## config.mk

```make
export PLATFORM = sky130hd
export DESIGN_NAME = music_player
export DESIGN_NICKNAME = d
export VERILOG_FILES = /design/src/music_pkg.sv /design/src/note_bus_if.sv /design/src/music_apb_regs.sv /design/src/music_player.sv /design/src/note_player.sv /design/src/song_reader.sv /design/src/song_rom.sv /design/src/tone_gen.sv
export SDC_FILE = /design/constraint.sdc
export NUM_CORES = 1
export LEC_CHECK = 0
export BUFFER_PORTS_ARGS = -buffer_cell sky130_fd_sc_hd__buf_2
export CORE_ASPECT_RATIO = 0.6
export CORE_MARGIN = 2
export CORE_UTILIZATION = 32
export DETAILED_ROUTE_END_ITERATION = 12
export GPL_TIMING_DRIVEN = 0
export SYNTH_ARGS = -nofsm -noshare
export SYNTH_HDL_FRONTEND = slang
export SYNTH_SLANG_ARGS = --single-unit
```

## constraint.sdc

```tcl
create_clock -name clk -period 1.9 [get_ports clk]
set_input_delay 0.095 -clock clk [delete_from_list [all_inputs] [get_ports clk]]
set_output_delay 0.095 -clock clk [all_outputs]
set_load 0.02 [all_outputs]
```

## src/music_pkg.sv

```systemverilog
`default_nettype none

package music_pkg;

    // ****************************************
    // Widths.
    // ****************************************
    localparam int SONG_WIDTH     = 5;
    localparam int NOTE_WIDTH     = 6;
    localparam int DURATION_WIDTH = 6;
    localparam int SONG_SEL_WIDTH = 2;
    localparam int ROM_DATA_WIDTH = 16;
    localparam int ROM_ADDR_WIDTH = SONG_SEL_WIDTH + SONG_WIDTH;
    localparam int ROM_DEPTH      = 2 ** ROM_ADDR_WIDTH;
    localparam int SONG_LEN       = 2 ** SONG_WIDTH;
    localparam int APB_ADDR_WIDTH = 4;
    localparam int APB_DATA_WIDTH = 32;

    // ****************************************
    // Timing.
    // ****************************************
    // Clock cycles per beat.
    localparam int BEAT_DIV       = 4;
    localparam int BEAT_CNT_WIDTH = $clog2(BEAT_DIV);
    // Tone half period is note + TONE_BASE cycles.
    localparam int TONE_BASE      = 4;
    localparam int TONE_CNT_WIDTH = NOTE_WIDTH + 1;

    typedef enum logic [2:0] {
        PAUSED            = 3'b000,
        WAIT              = 3'b001,
        INCREMENT_ADDRESS = 3'b010,
        RETRIEVE_NOTE     = 3'b011,
        NEW_NOTE_READY    = 3'b100
    } reader_state_e;

    typedef enum logic [APB_ADDR_WIDTH-1:0] {
        CTRL   = 4'h0,
        STATUS = 4'h4
    } reg_addr_e;

    // Word layout is {activate, note[5:0], duration[5:0], 3'b000}.
    function automatic logic [ROM_DATA_WIDTH-1:0] song_word(input int unsigned song,
                                                            input int unsigned index);
        logic [NOTE_WIDTH-1:0]     note;
        logic [DURATION_WIDTH-1:0] dur;
        logic                      act;
        note = NOTE_WIDTH'((song * 8 + index * 3) % 64);
        dur  = DURATION_WIDTH'(2 + 2 * (index % 4));
        // Every seventh entry is a rest.
        act  = (index % 7) != 6;
        return {act, note, dur, 3'b000};
    endfunction

endpackage

`default_nettype wire

```

## src/note_bus_if.sv

```systemverilog
`default_nettype none

// Carries one decoded note to the player and the done pulse back.
interface note_bus_if
    import music_pkg::*;
();
    logic                      new_note;
    logic [NOTE_WIDTH-1:0]     note;
    logic [DURATION_WIDTH-1:0] duration;
    logic                      activate;
    logic                      note_done;

    modport reader (
        output new_note, note, duration, activate,
        input  note_done
    );

    modport player (
        input  new_note, note, duration, activate,
        output note_done
    );
endinterface

`default_nettype wire

```

## src/music_apb_regs.sv

```systemverilog
`default_nettype none

module music_apb_regs
    import music_pkg::*;
(
    input  wire                       clk,
    input  wire                       rst,
    input  wire                       psel,
    input  wire                       penable,
    input  wire                       pwrite,
    input  wire  [APB_ADDR_WIDTH-1:0] paddr,
    input  wire  [APB_DATA_WIDTH-1:0] pwdata,
    input  wire                       song_done,
    input  wire  [NOTE_WIDTH-1:0]     cur_note,
    output logic [APB_DATA_WIDTH-1:0] prdata,
    output logic                      pready,
    output logic                      pslverr,
    output logic                      play,
    output logic [SONG_SEL_WIDTH-1:0] song,
    output logic                      ff
);

    logic access;
    logic addr_ok;
    logic done;

    assign access  = psel && penable;
    assign addr_ok = (paddr == CTRL) || (paddr == STATUS);

    // No wait states.
    assign pready  = access;
    assign pslverr = access && !addr_ok;

    // ****************************************
    // Register writes.
    // ****************************************
    always_ff @(posedge clk) begin
        if (rst) begin
            play <= 1'b0;
            song <= '0;
            ff   <= 1'b0;
            done <= 1'b0;
        end else begin
            if (access && pwrite && paddr == CTRL) begin
                play <= pwdata[0];
                song <= pwdata[2:1];
                ff   <= pwdata[3];
                done <= 1'b0;
            end
            // End of song wins over a host write.
            if (song_done) begin
                play <= 1'b0;
                done <= 1'b1;
            end
        end
    end

    // Read data.
    always_comb begin
        prdata = '0;
        if (access && !pwrite) begin
            case (paddr)
                CTRL:    prdata[3:0] = {ff, song, play};
                STATUS:  prdata = {22'b0, cur_note, 3'b000, done};
                default: prdata = '0;
            endcase
        end
    end

    a_apb_setup: assert property (@(posedge clk) disable iff (rst)
        penable |-> $past(psel));

endmodule

`default_nettype wire

```

## src/music_player.sv

```systemverilog
`default_nettype none

module music_player
    import music_pkg::*;
(
    input  wire                       clk,
    input  wire                       rst,
    input  wire                       psel,
    input  wire                       penable,
    input  wire                       pwrite,
    input  wire  [APB_ADDR_WIDTH-1:0] paddr,
    input  wire  [APB_DATA_WIDTH-1:0] pwdata,
    output logic [APB_DATA_WIDTH-1:0] prdata,
    output logic                      pready,
    output logic                      pslverr,
    output logic                      note_start,
    output logic [NOTE_WIDTH-1:0]     note,
    output logic                      audio
);

    logic                      play;
    logic                      ff;
    logic                      song_done;
    logic                      tone_on;
    logic [SONG_SEL_WIDTH-1:0] song;
    logic [NOTE_WIDTH-1:0]     tone_note;

    note_bus_if bus ();

    music_apb_regs i_music_apb_regs (
        .clk       (clk),
        .rst       (rst),
        .psel      (psel),
        .penable   (penable),
        .pwrite    (pwrite),
        .paddr     (paddr),
        .pwdata    (pwdata),
        .song_done (song_done),
        .cur_note  (bus.note),
        .prdata    (prdata),
        .pready    (pready),
        .pslverr   (pslverr),
        .play      (play),
        .song      (song),
        .ff        (ff)
    );

    // ****************************************
    // Decode, execute and tone stages.
    // ****************************************
    song_reader i_song_reader (
        .clk       (clk),
        .rst       (rst),
        .play      (play),
        .song      (song),
        .ff        (ff),
        .song_done (song_done),
        .bus       (bus.reader)
    );

    note_player i_note_player (
        .clk       (clk),
        .rst       (rst),
        .tone_note (tone_note),
        .tone_on   (tone_on),
        .bus       (bus.player)
    );

    tone_gen i_tone_gen (
        .clk       (clk),
        .rst       (rst),
        .tone_note (tone_note),
        .tone_on   (tone_on),
        .audio     (audio)
    );

    // Display taps.
    assign note_start = bus.new_note;
    assign note       = bus.note;

endmodule

`default_nettype wire

```

## src/note_player.sv

```systemverilog
`default_nettype none

module note_player
    import music_pkg::*;
(
    input  wire                    clk,
    input  wire                    rst,
    output logic [NOTE_WIDTH-1:0]  tone_note,
    output logic                   tone_on,
    note_bus_if.player             bus
);

    logic [BEAT_CNT_WIDTH-1:0] beat_cnt;
    logic [DURATION_WIDTH-1:0] beats_left;
    logic                      busy;
    logic                      act_q;
    logic                      beat_end;

    assign beat_end = (beat_cnt == BEAT_CNT_WIDTH'(BEAT_DIV - 1));

    // Last cycle of the last beat.
    assign bus.note_done = busy && beat_end && (beats_left == DURATION_WIDTH'(1));

    always_ff @(posedge clk) begin
        if (rst) begin
            busy       <= 1'b0;
            beat_cnt   <= '0;
            beats_left <= '0;
        end else if (bus.new_note) begin
            // Divider restarts with every note.
            busy       <= 1'b1;
            beat_cnt   <= '0;
            beats_left <= bus.duration;
        end else if (busy) begin
            beat_cnt <= beat_end ? '0 : beat_cnt + 1'b1;
            if (beat_end) begin
                beats_left <= beats_left - 1'b1;
            end
            if (bus.note_done) begin
                busy <= 1'b0;
            end
        end
    end

    // Note payload held for the tone stage.
    always_ff @(posedge clk) begin
        if (rst) begin
            tone_note <= '0;
            act_q     <= 1'b0;
        end else if (bus.new_note) begin
            tone_note <= bus.note;
            act_q     <= bus.activate;
        end
    end

    assign tone_on = busy && act_q;

    a_no_overlap: assert property (@(posedge clk) disable iff (rst)
        bus.new_note |-> !busy);

endmodule

`default_nettype wire

```

## src/song_reader.sv

```systemverilog
`default_nettype none

module song_reader
    import music_pkg::*;
(
    input  wire                      clk,
    input  wire                      rst,
    input  wire                      play,
    input  wire [SONG_SEL_WIDTH-1:0] song,
    input  wire                      ff,
    output logic                     song_done,
    note_bus_if.reader               bus
);

    reader_state_e             state;
    reader_state_e             next;
    logic [SONG_WIDTH-1:0]     note_idx;
    logic [SONG_WIDTH-1:0]     next_idx;
    logic                      overflow;
    logic [ROM_DATA_WIDTH-1:0] rom_out;
    logic [DURATION_WIDTH-1:0] dur_raw;

    song_rom i_song_rom (
        .clk  (clk),
        .addr ({song, note_idx}),
        .dout (rom_out)
    );

    // ****************************************
    // Playback FSM.
    // ****************************************
    always_comb begin
        case (state)
            PAUSED:            next = play ? RETRIEVE_NOTE : PAUSED;
            RETRIEVE_NOTE:     next = play ? NEW_NOTE_READY : PAUSED;
            NEW_NOTE_READY:    next = play ? WAIT : PAUSED;
            WAIT:              next = !play ? PAUSED
                                            : bus.note_done ? INCREMENT_ADDRESS : WAIT;
            INCREMENT_ADDRESS: next = (play && !overflow) ? RETRIEVE_NOTE : PAUSED;
            default:           next = PAUSED;
        endcase
    end

    // Index moves only in INCREMENT_ADDRESS; the carry marks the end of the song.
    assign {overflow, next_idx} = (state == INCREMENT_ADDRESS) ? {1'b0, note_idx} + 1'b1
                                                               : {1'b0, note_idx};

    always_ff @(posedge clk) begin
        if (rst) begin
            state    <= PAUSED;
            note_idx <= '0;
        end else begin
            state    <= next;
            note_idx <= next_idx;
        end
    end

    // ****************************************
    // Word decode.
    // ****************************************
    assign dur_raw = rom_out[8:3];

    assign bus.new_note = (state == NEW_NOTE_READY);
    assign bus.note     = rom_out[14:9];
    assign bus.activate = rom_out[15];
    // Fast-forward plays each note for half its length.
    assign bus.duration = ff ? dur_raw >> 1 : dur_raw;
    assign song_done    = overflow;

    a_state_legal: assert property (@(posedge clk) disable iff (rst)
        state inside {PAUSED, RETRIEVE_NOTE, NEW_NOTE_READY, WAIT, INCREMENT_ADDRESS});

    a_new_note_pulse: assert property (@(posedge clk) disable iff (rst)
        bus.new_note |=> !bus.new_note);

endmodule

`default_nettype wire

```

## src/song_rom.sv

```systemverilog
`default_nettype none

module song_rom
    import music_pkg::*;
(
    input  wire                       clk,
    input  wire  [ROM_ADDR_WIDTH-1:0] addr,
    output logic [ROM_DATA_WIDTH-1:0] dout
);

    logic [ROM_DATA_WIDTH-1:0] rom_table [ROM_DEPTH];

    // Upper address bits pick the song, lower bits the entry.
    for (genvar i = 0; i < ROM_DEPTH; i++) begin : g_fill
        assign rom_table[i] = song_word(i / SONG_LEN, i % SONG_LEN);
    end

    // Registered read with data one cycle after the address.
    always_ff @(posedge clk) begin
        dout <= rom_table[addr];
    end

endmodule

`default_nettype wire

```

## src/tone_gen.sv

```systemverilog
`default_nettype none

module tone_gen
    import music_pkg::*;
(
    input  wire                   clk,
    input  wire                   rst,
    input  wire  [NOTE_WIDTH-1:0] tone_note,
    input  wire                   tone_on,
    output logic                  audio
);

    logic [TONE_CNT_WIDTH-1:0] cnt;
    logic [TONE_CNT_WIDTH-1:0] half_period;

    assign half_period = TONE_CNT_WIDTH'(tone_note) + TONE_CNT_WIDTH'(TONE_BASE);

    always_ff @(posedge clk) begin
        if (rst) begin
            cnt   <= '0;
            audio <= 1'b0;
        end else if (!tone_on) begin
            // Rest or gap between notes.
            cnt   <= '0;
            audio <= 1'b0;
        end else if (cnt == half_period - 1'b1) begin
            cnt   <= '0;
            audio <= ~audio;
        end else begin
            cnt <= cnt + 1'b1;
        end
    end

endmodule

`default_nettype wire
```

# Yosys cells after proc, flatten, opt, wreduce, memory -nomap -nowiden
# Memory sizes are Yosys's and may differ from the RTL's. A register that Yosys moved wholly into a read port is not among the register bits.
# Index checks and enable logic that the tools add are counted.
# totals
reg_bits	37
latchBits	0
ramBits	0
rom_bits	2048
elab_cells	75
n_memories	1
# mem_list
name	depth	word_bits	read_ports	rd_clocked_by_memory_dff	wr	line	source
(name not given)	128	16	1	1	0	song_rom.sv:20	dout <= rom_table[addr];
# classes
n_addsub	6
n_mul	0
n_div	0
n_lt_le_gt_ge	0
eq_ne	8
n_shift	0
muxes	21
bitwise	3
n_reduce_logical	23
# ops
op	n
two-way mux 6 bit	6
two-way mux 32 bit	1
one-hot mux 3 bit (5 select lines)	1
logical AND 1 bit	9
two-way mux 2 bit	4
inverter 7 -> 8 bit	1
one-hot mux 4 bit (2 select lines)	1
adder 6 x 3 -> 7 bit (second input constant)	1
adder 7 x 1 -> 7 bit (second input constant)	1
== test 7 bit	1
subtractor 7 x 1 -> 7 bit (second input constant)	1
adder 5 x 1 -> 6 bit (second input constant)	1
== test 3 x 2 -> 1 bit (second input constant)	2
== test 6 x 1 -> 1 bit (second input constant)	1
two-way mux 1 bit	6
two-way mux 3 bit	2
nonzero test 2 bit	3
OR reduction 2 bit	3
subtractor 6 x 1 -> 6 bit (second input constant)	1
== test 4 x 3 -> 1 bit (second input constant)	1
logical NOT 4 bit	1
== test 3 x 1 -> 1 bit (second input constant)	1
== test 3 bit (second input constant)	1
logical NOT 1 bit	3
other kinds (7)	8

# Longest topological paths before layout
# Gate-level depths: netlist (run 1).
# logic_depth
ltp_word	6
ltp_mapped	8

# Cells and area by module
# A second synthesis (run 1) with hierarchy kept.
# unflattened
cells_unflattened	325
hier_area_um2	2861.5
# by_module_without_submodules
module	n_inst	cells_per_inst	area_per_inst_um2	seq_area_each_um2
note_player	1	79	743.2	320.3
song_rom	1	70	625.6	180.2
tone_gen	1	66	551.8	160.2
music_apb_regs	1	64	493.0	100.1
song_reader	1	46	447.9	160.2

# Least setup slack after synthesis (run 1)
# No wires, ideal clock.
# synth_timing
kind	reg-to-reg
from	reg i_note_player.tone_note[0]
to	reg i_tone_gen.cnt[2]
setup_ps	124
t_arrival_ps	1418
required_ps	1776
path_slack_ps	358
path_stages_with_launch	8
n_path_buf	0
path_cell_list	dfxtp_1 -> inv_1 -> ha_1 -> nand4b_1 -> o21ai_1 -> nand4b_1 -> o21ai_2 -> nor2_1
# synth_between
elab_chain_cells	4
# synth_rtl
item	line	source
start, declared	note_player.sv:8	output logic [NOTE_WIDTH-1:0] tone_note,
start signal, assigned	note_player.sv:51	tone_note <= bus.note;
adder 6 x 3 -> 7 bit	tone_gen.sv:16	assign half_period = TONE_CNT_WIDTH'(tone_note) + TONE_CNT_WIDTH'(TONE_BASE);
subtractor 7 x 1 -> 7 bit	tone_gen.sv:26	end else if (cnt == half_period - 1'b1) begin
== test 7 bit	tone_gen.sv:26	
OR reduction 3 bit (no source line)	--	
end signal, assigned	tone_gen.sv:30	cnt <= cnt + 1'b1;
end, declared	tone_gen.sv:13	logic [TONE_CNT_WIDTH-1:0] cnt;
# No other way between the ends.
# A chain may end at the register's enable or synchronous reset.

# Final worst setup path (run 1)
# layout_timing
from	reg i_note_player.tone_note[1]
to	reg i_tone_gen.cnt[5]
# Same word-level chain as after synthesis.

==> impl.org, run 1 <==
** Synth
- Synthesis handed over a netlist of 307 instances.
- Average instance area after synthesis :: 8.50 µm²
- Share of flip-flops with an asynchronous set or reset :: 0%
- After synthesis the cells add up to 0.00261 mm².
- Counting flops and latches in the post-synthesis netlist gives 46.
- Distinct cell type count of the synthesized netlist :: 48
- Yosys printed 0 warnings.
- Yosys mapped a number of flops with a built-in enable equal to 0.
- Prevailing post-synth register cell :: sky130_fd_sc_hd__dfxtp_1
- Portion of the post-synthesis area used by sequential elements :: 35.3%

** Final layout
- In the final layout, the share of cells above drive strength 1 is 23.7%.
- With fillers left out, the area of the finished cells amounts to 0.00319 mm².
- Layout Area Growth over Synthesis :: 22.1%
- Final net count :: 421
- 0 antenna diodes ended up in the layout.

** Timing
- Crit path setup slack, layout :: 0.157 ns
- Derived from the worst setup path, the maximum achievable clock frequency is 0.574 GHz.
- At the pin with the least slew margin, the transition time is 0.548 ns.
- The count of endpoints failing hold in the final timing report is 0.
- In this run the tightest slew margin relative to its limit is 63.3%.
- Max Clock Skew :: 0.00720 ns
- After routing, the total negative slack on setup checks comes to 0 ns.
- The number of pins with negative max-slew slack in the final report came to 0.
- Setup violators final :: 0
- Minimum clock period after layout :: 1.74 ns
- Period Utilization, post-route :: 91.7%

** Power
- IR analysis of the VDD net gives a maximum drop of 0.367 mV.
- Power spread over the standard cell area amounts to 703 mW/mm².
- Int Power :: 1.80 mW
- Register share of total power :: 43.1%
- The analysis attributes to net switching a power of 0.439 mW.
- Net switching is 19.6% of the power.
- For this design the static power due to leakage is 1.37 nW.
- The share of total power dissipated in combinational logic is 5.2%.
- Clock share of power :: 51.6%

** Placement
- Instance area after placement :: 0.00298 mm²
- The wire-length estimate of the detail-placed layout is 4180 µm.
- Buffers placed on the I/O ports in this run total 32.
- Routability-driven placement finished with a final weighted congestion of 0.835.
- Timing analysis after detailed placement gives a worst setup slack of 0.0937 ns.

** Run
- Max-cap check violation count :: 0

** Critical path
- Maximum net fanout on the critical path :: 7
- Setup crit end kind :: flip-flop
- Worst setup path category :: flip-flop to flip-flop
- Counting cells, the worst reg-to-reg path comes to 7.
- Required @ worst endpoint :: 2.07 ns
- Startpoint type of the worst setup path :: flip-flop
- Endpoint arrival time on the critical path :: 1.91 ns

** Floorplanning
- Die height :: 74.0 µm
- Area of the core :: 0.00788 mm²
- The die covers 0.00892 mm².
- Row generation in the floorplan step produced 25 rows.
- Floorplan die width :: 121 µm
- Io pins :: 83
- Starting Density :: 33.1%

** Global routing
- First-pass GRT wire length :: 8920 µm
- Largest net degree at the start of global routing :: 15
- Total global routing overflow :: 0
- Via count of the first global-routing pass :: 1863
- Total GRT Usage :: 12.6%
- Antenna violations before repair :: 0

** Detailed routing
- Uppermost metal layer occupied by signal nets :: met4
- Average detailed-routed wire length per instance :: 11.2 µm
- The detailed router put a total of 2890 µm of wire on met1.
- Router iterations before antenna repair :: 4
- For this block, the routed nets add up to 5310 µm of wire.
- Drt drc :: 0
- DR iter-0 viols :: 97
- Count of vias placed by the detailed router :: 2017
- Dividing the detail-routed via count by the number of cells gives 4.25.
- Total length of routed met3 wires :: 247 µm
- Sum of met2 wire segment lengths after detailed routing :: 2140 µm
- Post-route ant nets :: 0

** Clocking
- The clock drives 46 sinks.
- The H-tree was split into 2 levels.
- Maximum buffer depth of the clock tree :: 2
- TritonCTS built the clock tree.
- After clock tree synthesis, the flow added hold-fix buffers numbering 0.
- Root Driver :: sky130_fd_sc_hd__clkbuf_16
- The clock reaches the later pin of the worst-skew pair after 0.28 ns.
- Clock-pin slew was measured on the worst setup and hold paths at 0.06 ns.
- The number of clock buffers added by TritonCTS is 5.

** Hold path
- The tightest min-delay check is of the input pin to flip-flop type.
- The worst hold path was traced through 3 stages.

** Outcome
- The run finished with clean final reports.
stage by stage:
stage / hold slack (ns) / std cells / total power, mW / utilization (%)
after floorplan: 0.242 / 328 / 1.08 / -
after global placement: 0.336 / 468 / 1.10 / 37.9
after detailed placement: 0.347 / 468 / 1.10 / 37.9
after CTS: 0.0581 / 476 / 2.25 / 40.4
after global routing: 0.0699 / 475 / 2.31 / 40.4
final: 0.0528 / 475 / 2.24 / 40.4
kinds of logic after synthesis:
family / synth area share [%]
xor+xnor: 8.72
other cells: 0.144
flops: 35.3
fa+ha+maj: 6.71
simple gates: 21.8
buf+inv: 12.5
mux: 4.65
compound gates: 10.3
cells in the mapped netlist (all sizes together) (3+ instances only):
library cell  number  area, µm²
a211oi             4       35.0
a21oi             20        100
and2               8       50.1
buf               35        250
clkbuf             5       18.8
dfxtp             46        921
ha                14        175
inv               15       56.3
mux2i             11        110
nand2             31        124
nand3              4       20.0
nand4              3       18.8
nor2              35        131
nor2b              5       31.3
nor3              10       60.1
o21ai              7       38.8
xnor2             18        158
xor2               8       70.1
path summary, 6_finish.rpt:
path,startpoint,slack (ns),end
worst max-delay path,i_note_player.tone_note[1],0.16,i_tone_gen.cnt[5]
worst max register to register,i_note_player.tone_note[1],0.16,i_tone_gen.cnt[5]
worst min register to register,i_note_player.act_q,0.45,i_note_player.act_q
worst min-delay path,pwdata[2],0.05,i_music_apb_regs.song[1]
critical path, stage by stage, from the launching register on:
cell	delay, ns
sky130_fd_sc_hd__dfxtp_1	0.41
sky130_fd_sc_hd__inv_1	0.07
sky130_fd_sc_hd__ha_1	0.21
sky130_fd_sc_hd__nand3b_1	0.18
sky130_fd_sc_hd__xnor2_1	0.14
sky130_fd_sc_hd__nand4_1	0.23
sky130_fd_sc_hd__o21ai_4	0.32
sky130_fd_sc_hd__nor2_1	0.08
layout make-up:
type	count	area [µm²]
well taps	108	135
plain buffers	39	265
repair buffers	32	160
multi-input cells	227	1450
flip-flops and latches	46	922
clock buffers	6	139
inverters	15	56.3
clock inverters	2	60.1
fillers	801	4690
placed cells by master (no fill, tap or decap), types with 3 or more instances in the layout:
cell type,count
sky130_fd_sc_hd__nand3_1,4
sky130_fd_sc_hd__buf_2,37
sky130_fd_sc_hd__xnor2_1,18
sky130_fd_sc_hd__ha_1,14
sky130_fd_sc_hd__clkbuf_1,4
sky130_fd_sc_hd__nor3_1,8
sky130_fd_sc_hd__xor2_1,8
sky130_fd_sc_hd__conb_1,22
sky130_fd_sc_hd__a211oi_1,3
sky130_fd_sc_hd__dfxtp_1,45
sky130_fd_sc_hd__clkbuf_16,5
sky130_fd_sc_hd__nand2_1,30
sky130_fd_sc_hd__o21ai_1,4
sky130_fd_sc_hd__nand4_1,3
sky130_fd_sc_hd__mux2i_1,11
sky130_fd_sc_hd__nor2b_1,5
sky130_fd_sc_hd__nor2_1,35
sky130_fd_sc_hd__inv_1,13
sky130_fd_sc_hd__and2_1,8
sky130_fd_sc_hd__buf_4,28
sky130_fd_sc_hd__a21oi_1,20
layer usage:
layer / track usage (%) / up-vias
li1: - / 1084
met1: 18.2 / 889
met2: 19.2 / 40
met3: 3.22 / 4
met4: 2.33 / 0
met5: 0 / -
power by group through the flow:
| stage | clock (mW) | combinational, mW | sequential (mW) |
|---|---|---|---|
| 2_1_floorplan | 0 | 0.0932 | 0.988 |
| 3_3_place_gp | 0 | 0.116 | 0.988 |
| 3_5_place_dp | 0 | 0.116 | 0.988 |
| 4_1_cts | 1.17 | 0.117 | 0.966 |
| 5_1_grt | 1.22 | 0.128 | 0.966 |
| 6_report | 1.16 | 0.117 | 0.966 |
flip-flops by register name, indices dropped and copies added, names as in the netlist, 2 cells and up:
| signal | cells |
|---|---|
| i_song_reader.note_idx | 5 |
| i_note_player.beat_cnt | 2 |
| i_music_apb_regs.song | 2 |
| i_note_player.tone_note | 6 |
| i_song_reader.state | 3 |
| i_tone_gen.cnt | 7 |
| i_note_player.beats_left | 6 |
| i_song_reader.i_song_rom.dout | 9 |
what timing repair did:
item / CTS / global route
endpoints found under the setup margin: 0 / 8
gates resized for setup: 0 / 2
setup buffers: 0 / 0
No activity file was read; power rests on OpenSTA's default activity.
==> run 2: changes to the inputs <==
--- a/config.mk
+++ b/config.mk
@@ -5,6 +5,7 @@
 export SDC_FILE = /design/constraint.sdc
 export NUM_CORES = 1
 export LEC_CHECK = 0
+export ABC_AREA = 1
 export BUFFER_PORTS_ARGS = -buffer_cell sky130_fd_sc_hd__buf_2
 export CORE_ASPECT_RATIO = 0.6
 export CORE_MARGIN = 2
==> run 2 against run 1 <==
  * Sequential share of layout area fell by 0.24 points
  * Sequential power barely moved
  * First-iteration DRC count rose by 120%
  * Clock-buffer cell count rose by 1
  * Total power fell by 12%
  * Largest cell class unchanged
  * Clock power fell by 25%
  * Via count rose by 22%
  * Synthesized cell count rose by 25%
  * Global-route usage rose by 1.7 points
  * Sequential cell count did not move
  * Critical path depth rose by 5
==> impl.org, run 2 <==
** Outcome
- Status: completed (unchanged).

** Placement
- DP Cell Count :: 544 (was 468)
- The post-placement cell area is 0.00306 mm² (was 0.00298 mm²).
- HPWL after detailed placement :: 5010 µm (was 4180 µm)
- Count of buffers inserted at the top-level ports :: 32 (unchanged)
- Global placer's final weighted congestion :: 0.920 (was 0.835)

** Critical path
- Worst Reg2Reg Path Length in Cells :: 12 (was 7)
- Endpoint arrival time on the critical path :: 1.86 ns (was 1.91 ns)
- Required @ worst endpoint :: 2.07 ns (about the same)
- The startpoint of the worst-slack reg-to-reg timing path was i_note_player.tone_note[0] (was i_note_player.tone_note[1]).
- Worst setup path category :: flip-flop to flip-flop (unchanged)
- The destination of the worst register-to-register timing path is i_tone_gen.cnt[0] (was i_tone_gen.cnt[5]).
- The nature of the critical path startpoint is a flip-flop (unchanged).
- Setup crit end kind :: flip-flop (unchanged)
- The setup slack on the worst flop-to-flop path came to 0.21 ns (was 0.16 ns).
- The largest fanout of any net on the critical path is 7 (unchanged).

** Detailed routing
- The detail-routed via count per cell is 4.46 (was 4.25).
- The total number of vias came to 2460 (was 2017).
- The wire length per cell came to 11.3 µm (was 11.2 µm).
- Router iterations before antenna repair :: 5 (was 4)
- Drt drc :: 0 (unchanged)
- Total Routed Length :: 6230 µm (was 5310 µm)
- Post-route ant nets :: 0 (unchanged)
- The number of DRC violations after detailed-routing iteration 0 came to 216 (was 97).

** Final layout
- Layout cell share with drive strength beyond 1 :: 20.7% (was 23.7%)
- Largest reg by FF count :: i_song_reader.i_song_rom.dout (unchanged)
- The number of nets at the end of the flow is 498 (was 421).
- The number of cells in the finished layout apart from fillers was 552 (was 475).
- Most frequent standard cell in the layout excluding fill and tap cells :: sky130_fd_sc_hd__nand2_1 (was sky130_fd_sc_hd__dfxtp_1)
- Most frequent cells in the layout :: 78 x sky130_fd_sc_hd__nand2_1, 56 x sky130_fd_sc_hd__inv_1, 46 x sky130_fd_sc_hd__dfxtp_1 (was 45 x sky130_fd_sc_hd__dfxtp_1, 37 x sky130_fd_sc_hd__buf_2, 35 x sky130_fd_sc_hd__nor2_1)
- The total area of multi-input combinational cells was 0.00138 mm² (was 0.00145 mm²).
- Max reg flops :: 9 (unchanged)
- Layout Area Growth over Synthesis :: 19.4% (was 22.1%)
- Filler instances :: 859 (was 801)
- Register cell area after layout :: 921 µm² (was 922 µm²)
- The final design area excluding fillers is 0.00321 mm² (was 0.00319 mm²).
- Ant diodes :: 0 (unchanged)
- Registers with the highest flip-flop counts: i_song_reader.i_song_rom.dout: 9 flops, i_tone_gen.cnt: 7 flops (unchanged).

** Clocking
- Root Driver :: sky130_fd_sc_hd__clkbuf_16 (unchanged)
- Number of levels in the clock H-tree :: 2 (unchanged)
- Clock insertion delay at the later pin of the skew report :: 0.28 ns (about the same)
- Post CTS Setup Buffer Count :: 0 (unchanged)
- The clock-pin slew reported for the worst setup and hold paths after clock tree synthesis came to 0.06 ns (about the same).
- The TritonCTS clock tree is yes (unchanged).
- Count of hold-fix buffers inserted at cts :: 0 (unchanged)
- The number of buffers created by CTS was 5 (unchanged).
- Clock net sink count :: 46 (unchanged)
- The maximum clock insertion buffer count is 2 (unchanged).
- The post-CTS resize count is 0 (unchanged).

** Timing
- Period Utilization, post-route :: 88.7% (was 91.7%)
- Minimum clock period after layout :: 1.69 ns (was 1.74 ns)
- The number of pins with negative max-slew slack in the final report came to 0 (unchanged).
- The clock skew after layout was 0.00745 ns (was 0.00720 ns).
- The sum of negative setup slack was 0 ns (unchanged).
- Setup violators final :: 0 (unchanged)
- Achievable Freq :: 0.593 GHz (was 0.574 GHz)
- Unrepaired setup endpoints after global routing :: false
- The count of endpoints failing hold in the final timing report came to 0 (unchanged).

** Synth
- Main area contributors after synthesis :: sky130_fd_sc_hd__dfxtp_1 34%, sky130_fd_sc_hd__nand2_1 11%, sky130_fd_sc_hd__buf_4 7.8%, sky130_fd_sc_hd__inv_1 7.8%, sky130_fd_sc_hd__ha_1 6.5% (was sky130_fd_sc_hd__dfxtp_1 35%, sky130_fd_sc_hd__buf_4 8.1%, sky130_fd_sc_hd__ha_1 6.7%, sky130_fd_sc_hd__xnor2_1 6.0%, sky130_fd_sc_hd__nor2_1 5.0%)
- Portion of the post-synthesis area used by sequential elements :: 34.2% (was 35.3%)
- Most numerous cell in the Yosys netlist :: sky130_fd_sc_hd__nand2_1 (was sky130_fd_sc_hd__dfxtp_1)
- Library cell occupying the most area in the post-synthesis netlist :: sky130_fd_sc_hd__dfxtp_1 (unchanged)
- Share of flip-flops with an asynchronous set or reset :: 0% (unchanged)
- Distinct cell type count of the synthesized netlist :: 34 (was 48)
- Commonest cells in the synthesized netlist: 78 x sky130_fd_sc_hd__nand2_1, 56 x sky130_fd_sc_hd__inv_1, 46 x sky130_fd_sc_hd__dfxtp_1, 28 x sky130_fd_sc_hd__buf_4, 24 x sky130_fd_sc_hd__nand3_1 (was 46 x sky130_fd_sc_hd__dfxtp_1, 35 x sky130_fd_sc_hd__nor2_1, 30 x sky130_fd_sc_hd__nand2_1, 28 x sky130_fd_sc_hd__buf_4, 20 x sky130_fd_sc_hd__a21oi_1).
- The warning count from the yosys run was 0 (unchanged).
- Post-Synthesis Cells :: 383 (was 307)
- The cell area after synthesis was 0.00269 mm² (was 0.00261 mm²).
- Post-synth top area share :: 34.2% (was 35.3%)
- The predominant post-synthesis flop cell was sky130_fd_sc_hd__dfxtp_1 (unchanged).
- The average instance area after synthesis is 7.02 µm² (was 8.50 µm²).
- Post-synth EDFFs :: 0 (unchanged)
- The number of storage elements in the synthesis netlist was 46 (unchanged).

** Floorplanning
- The die height came to 75.0 µm (was 74.0 µm).
- Starting Density :: 33.6% (was 33.1%)
- The die area came to 0.00918 mm² (was 0.00892 mm²).
- The width of the die is 122 µm (was 121 µm).
- Number of standard-cell rows in the floorplan :: 25 (unchanged)
- Io pins :: 83 (unchanged)
- Area of the core :: 0.00801 mm² (was 0.00788 mm²)

** Hold path
- The worst hold path endpoint is i_song_reader.state[1] (was i_music_apb_regs.song[1]).
- Number of stages on the worst hold path :: 2 (was 3)
- Hold path start :: rst (was pwdata[2])
- Worst hold path class :: input pin to flip-flop (unchanged)

** Power
- The power density over the cells was 616 mW/mm² (was 703 mW/mm²).
- The peak supply drop came to 0.372 mV (was 0.367 mV).
- The overall power of the completed layout is 1.98 mW (was 2.24 mW).
- The total leakage power is 1.48 nW (was 1.37 nW).

** Global routing
- The global route total overflow is 0 (unchanged).
- The number of antenna violations at the first check in global routing is 0 (unchanged).
- First-pass GRT wire length :: 10300 µm (was 8920 µm)
- The pin count of the biggest net entering global routing was 14 (was 15).
- The number of global-route vias before repair is 2121 (was 1863).
- The global-route total usage across every layer came to 14.3% (was 12.6%).

** Run
- Max-cap check violation count :: 0 (unchanged)
run 2: cell count changes in the layout (fill, tap and decap cells not counted), sizes merged, moves of 11 or more:
cell	previous run	this run
nand3	4	26
inv	15	59
mux2i	11	0
xnor2	18	2
nand2	31	83
o21ai	7	23
run 2: kinds of logic (layout without fill, tap and decap cells):
kind of cell               Yosys count  count (layout)  share of synthesized area, %
adders and majority gates           14              14                          6.51
xor gates and xnor gates             7               7                          2.28
buffers and inverters               95             135                          17.4
other                                1              22                         0.139
DFF                                 46              46                          34.2
AOI/OAI and AO/OA                   58              58                          12.1
and+or+nand+nor                    162             162                          27.4
run 2: worst max path at each step:
stage                                from  depth (start not counted)                end
2_1_floorplan  i_note_player.tone_note[0]                         12  i_tone_gen.cnt[2]
3_3_place_gp   i_note_player.tone_note[0]                         12  i_tone_gen.cnt[0]
3_5_place_dp   i_note_player.tone_note[0]                         12  i_tone_gen.cnt[0]
4_1_cts        i_note_player.tone_note[0]                         12  i_tone_gen.cnt[0]
5_1_grt        i_note_player.tone_note[0]                         12  i_tone_gen.cnt[0]
6_report       i_note_player.tone_note[0]                         12  i_tone_gen.cnt[0]
run 2: per-layer routing:
metal	wire, µm	up-vias	track usage [%]	share of wire [%]
met3	463	4	3.79	7.4
met2	2310	77	19.6	37
met1	3430	1082	22.3	55
met4	27	0	2.68	0.43
met5	0	-	0	0
li1	-	1297	-	-
run 2: worst max-delay path, stage by stage (launching register included):
cell and delay (ns):
sky130_fd_sc_hd__dfxtp_1 0.35, sky130_fd_sc_hd__inv_1 0.09, sky130_fd_sc_hd__ha_1 0.21, sky130_fd_sc_hd__inv_1 0.12
sky130_fd_sc_hd__nand3_1 0.12, sky130_fd_sc_hd__clkinv_1 0.06, sky130_fd_sc_hd__nand2_1 0.04, sky130_fd_sc_hd__nand2_1 0.09
sky130_fd_sc_hd__nand2_1 0.07, sky130_fd_sc_hd__nor2_2 0.14, sky130_fd_sc_hd__nand2_2 0.08, sky130_fd_sc_hd__nand2_4 0.14
sky130_fd_sc_hd__nor2_2 0.04
run 2: layout make-up:
class                      count  share of cell area, %
timing repair buffer          32                   4.99
inverter                      60                   7.01
sequential                    46                   28.7
clock inverter                 1                  0.156
clock buffer                   7                   4.44
buffer                        35                   7.52
multi-input combinational    263                   43.0
tap                          108                   4.21
run 2: where the power goes:
part	internal (mW)	switching [mW]
logic	0.0513	0.0835
clock network	0.522	0.352
registers	0.967	0.00222
total	1.54	0.437
run 2: metrics by stage:
stage          hold slack, ns  util, %  setup slack (ns)
6_report               0.0719     40.1             0.214
5_1_grt                0.0852     40.1           0.00144
4_1_cts                0.0683     40.1             0.210
3_5_place_dp            0.372     38.3             0.232
3_3_place_gp            0.379     38.3             0.244
2_1_floorplan           0.164        -             0.431
==> run 3: changes to the inputs <==
--- a/config.mk
+++ b/config.mk
@@ -12,6 +12,7 @@
 export CORE_UTILIZATION = 32
 export DETAILED_ROUTE_END_ITERATION = 12
 export GPL_TIMING_DRIVEN = 0
+export REMOVE_ABC_BUFFERS = 1
 export SYNTH_ARGS = -nofsm -noshare
 export SYNTH_HDL_FRONTEND = slang
 export SYNTH_SLANG_ARGS = --single-unit
==> run 3 against run 2 <==
  * Register-to-register slack about the same
  * Worst hold slack gained 0.0012 ns
  * First-iteration DRC count increased by 6.5%
  * Global-route usage increased by 0.24 points
  * Routed wire length decreased by 0.16%
  * Via count fell by 5.2%
  * Clock power is 3.8% lower
  * Combinational power is 29% lower
  * Sequential cell count unchanged
  * Die area is the same
==> impl.org, run 3 (same netlist as run 2, synthesis figures left out) <==
** Outcome
- Status :: completed (unchanged)

** Power
- Total power after layout :: 1.91 mW (was 1.98 mW)
- The power density over the cells came to 645 mW/mm² (was 616 mW/mm²).
- The peak supply drop is 0.300 mV (was 0.372 mV).
- Static Leak :: 1.29 nW (was 1.48 nW)

** Timing
- The sum of negative setup slack came to 0 ns (unchanged).
- The shortest period the worst path allows came to 1.68 ns (was 1.69 ns).
- The total of endpoints with negative setup slack in the final report was 0 (unchanged).
- Pins over their slew limit :: 0 (unchanged)
- Unrepaired setup endpoints after global routing: false (unchanged).
- At the pin with the least slew margin, the transition time is 0.514 ns.
- Headroom to the max-slew limit :: 65.7%
- The clock skew after layout was 0.00513 ns (was 0.00745 ns).
- The count of endpoints failing hold in the final timing report was 0 (unchanged).
- The portion of the clock cycle consumed by the worst path in the final layout came to 88.4% (was 88.7%).
- Achievable Freq :: 0.595 GHz (was 0.593 GHz)

** Final layout
- The fraction of layout instances using a drive strength above 1 is 14.2% (was 20.7%).
- Most frequent cells in the layout: 78 x sky130_fd_sc_hd__nand2_1, 56 x sky130_fd_sc_hd__inv_1, 46 x sky130_fd_sc_hd__dfxtp_1 (unchanged).
- The largest register by flop count is i_song_reader.i_song_rom.dout (unchanged).
- Registers with the highest flip-flop counts: i_song_reader.i_song_rom.dout: 9 flops, i_tone_gen.cnt: 7 flops (unchanged).
- Layout Area Growth over Synthesis :: 9.86% (was 19.4%)
- The most common library cell in the layout ignoring fill and taps is sky130_fd_sc_hd__nand2_1 (unchanged).
- Max reg flops :: 9 (unchanged)
- Filler instances :: 848 (was 859)
- Register cell area after layout :: 921 µm² (unchanged)
- The number of cells in the finished layout apart from fillers came to 516 (was 552).
- Ant diodes :: 0 (unchanged)
- The total area of multi-input combinational cells was 0.00138 mm² (unchanged).
- Final net count :: 463 (was 498)

** Detailed routing
- The detail-routed via count per cell was 4.52 (was 4.46).
- The met2 wire length came to 2210 µm (was 2310 µm).
- Average detailed-routed wire length per instance :: 12.1 µm (was 11.3 µm)
- Total length of routed met3 wires :: 551 µm (was 463 µm)
- The number of design rule violations left after detail routing was 0 (unchanged).
- The total detailed-routing wirelength is 6220 µm (was 6230 µm).
- Uppermost metal layer occupied by signal nets :: met4 (unchanged)
- The number of DRC violations after detailed-routing iteration 0 came to 230 (was 216).
- The sum of routed wire segments on met1 came to 3390 µm (was 3430 µm).
- Router iterations before antenna repair :: 4 (was 5)
- The total number of vias was 2333 (was 2460).
- Post-route ant nets :: 0 (unchanged)

** Critical path
- Worst Reg2Reg Path Length in Cells :: 12 (unchanged)
- Endpoint arrival time on the critical path :: 1.86 ns (about the same)
- Critical path, cell by cell :: inv_1, ha_1, inv_1, nand3_1, clkinv_1, nand2_1, nand2_1, nand2_1, nor2_2, nand2_2, nand2_4, nor2_2 (unchanged)
- The nature of the critical path startpoint is a flip-flop (unchanged).
- Cell with the most instances on the worst path :: sky130_fd_sc_hd__nand2_1 (unchanged)
- Number of buffer and inverter instances along the worst setup path :: 3 (unchanged)
- The startpoint of the worst-slack reg-to-reg timing path is i_note_player.tone_note[0] (unchanged).
- The required time of the critical path is 2.08 ns (was 2.07 ns).
- Setup crit end kind :: flip-flop (unchanged)
- Critical path's slowest cell :: sky130_fd_sc_hd__dfxtp_1 (unchanged)
- Worst setup path category :: flip-flop to flip-flop (unchanged)
- Cell type group with the largest total delay on the critical path :: simple AND/OR/NAND/NOR gates (unchanged)
- Largest stage delay, worst path :: 0.35 ns (about the same)
- The largest fanout of any net on the critical path was 7 (unchanged).
- The destination of the worst register-to-register timing path is i_tone_gen.cnt[5] (was i_tone_gen.cnt[0]).
- FF-to-FF setup slack :: 0.22 ns (was 0.21 ns)

** Placement
- The final weighted congestion in routability-driven placement is 0.890 (was 0.920).
- The number of buffer cells added on primary ports came to 32 (unchanged).
- The number of placed instances, taps included came to 509 (was 544).
- HPWL after detailed placement :: 4860 µm (was 5010 µm)

** Hold path
- The worst hold path depth is 2 (unchanged).
- Worst hold path class :: input pin to flip-flop (unchanged)
- The hold path startpoint is rst (unchanged).
- Hold EP :: i_music_apb_regs.done (was i_song_reader.state[1])

** Global routing
- Via count of the first global-routing pass :: 2022 (was 2121)
- Total GRT Usage :: 14.6% (was 14.3%)
- The number of antenna violations at the first check in global routing is 0 (unchanged).
- The global-route wire length before repair was 10100 µm (was 10300 µm).
- The pin count of the biggest net entering global routing came to 17 (was 14).
- Total global routing overflow :: 0 (unchanged)

** Floorplanning
- The number of top-level pins came to 83 (unchanged).
- The number of core rows was 25 (unchanged).
- The width of the die is 122 µm (unchanged).
- Die height :: 75.0 µm (unchanged)
- Starting Density :: 33.6% (unchanged)
- The core footprint was 0.00801 mm² (unchanged).
- The die area came to 0.00918 mm² (unchanged).

** Clocking
- Root Driver :: sky130_fd_sc_hd__clkbuf_16 (unchanged)
- The total setup buffers inserted after CTS came to 0 (unchanged).
- Clock net sink count :: 46 (unchanged)
- The post-CTS resize count was 0 (unchanged).
- The clock-pin slew reported for the worst setup and hold paths after clock tree synthesis came to 0.06 ns (about the same).
- The deepest level of the CTS H-tree was 2 (unchanged).
- Total clock buffers created by CTS :: 5 (unchanged)
- The TritonCTS clock tree is yes (unchanged).
- The latest clock arrival within the worst-skew pair was 0.29 ns (was 0.28 ns).
- Count of hold-fix buffers inserted at cts :: 0 (unchanged)
- Maximum buffer depth of the clock tree :: 2 (unchanged)

** Run
- The count of maximum capacitance violations came to 0 (unchanged).
-- run 3: cell count changes in the layout (fill, tap and decap cells not counted), sizes merged --
| cell | change |
|---|---|
| buf | -32 |
| clkbuf | -3 |
| clkinv | -1 |
-- run 3: how the worst max path moves through the flow --
stage	to	from	depth (start not counted)	slack, ns
4_1_cts	i_tone_gen.cnt[5]	i_note_player.tone_note[0]	12	0.21
3_5_place_dp	i_tone_gen.cnt[5]	i_note_player.tone_note[0]	12	0.23
6_report	i_tone_gen.cnt[5]	i_note_player.tone_note[0]	12	0.22
3_3_place_gp	i_tone_gen.cnt[6]	i_note_player.tone_note[0]	12	0.25
2_1_floorplan	i_tone_gen.cnt[2]	i_note_player.tone_note[0]	12	0.43
5_1_grt	i_song_reader.i_song_rom.dout[14]	i_song_reader.note_idx[0]	10	0.04
-- run 3: metrics by stage --
step                worst slack [ns]  cell area, µm²  hold WS, ns  utilization, %
CTS                            0.211            2950       0.0745            36.9
detailed placement             0.229            2820        0.383            35.2
finish                         0.221            2950       0.0731            36.9
floorplan                      0.431            2530        0.164               -
global placement               0.253            2820        0.371            35.2
global route                  0.0440            2950       0.0852            36.9
-- run 3: report_power, final --
group	internal, mW	switching (mW)
Clock	0.482	0.358
Sequential	0.967	0.00227
Combinational	0.0181	0.0778
Total	1.47	0.439
-- run 3: worst register-to-register path, cell delays in order (launching register included) --
cell	delay [ns]
sky130_fd_sc_hd__dfxtp_1	0.35
sky130_fd_sc_hd__inv_1	0.09
sky130_fd_sc_hd__ha_1	0.22
sky130_fd_sc_hd__inv_1	0.12
sky130_fd_sc_hd__nand3_1	0.12
sky130_fd_sc_hd__clkinv_1	0.07
sky130_fd_sc_hd__nand2_1	0.05
sky130_fd_sc_hd__nand2_1	0.08
sky130_fd_sc_hd__nand2_1	0.07
sky130_fd_sc_hd__nor2_2	0.16
sky130_fd_sc_hd__nand2_2	0.08
sky130_fd_sc_hd__nand2_4	0.13
sky130_fd_sc_hd__nor2_2	0.05
-- run 3: cell type report --
cell class / count / share of cell area, %
Sequential cell: 46 / 31.2
Timing Repair Buffer: 32 / 5.42
Clock buffer: 7 / 4.49
Multi-Input combinational cell: 263 / 46.7
Tap cell: 108 / 4.57
Inverter: 60 / 7.62
-- run 3: routing by layer --
layer	global-route usage [%]	vias up
li1	-	1227
met1	22.4	1021
met2	18.3	78
met3	5.83	7
met4	3.32	0
met5	0	-
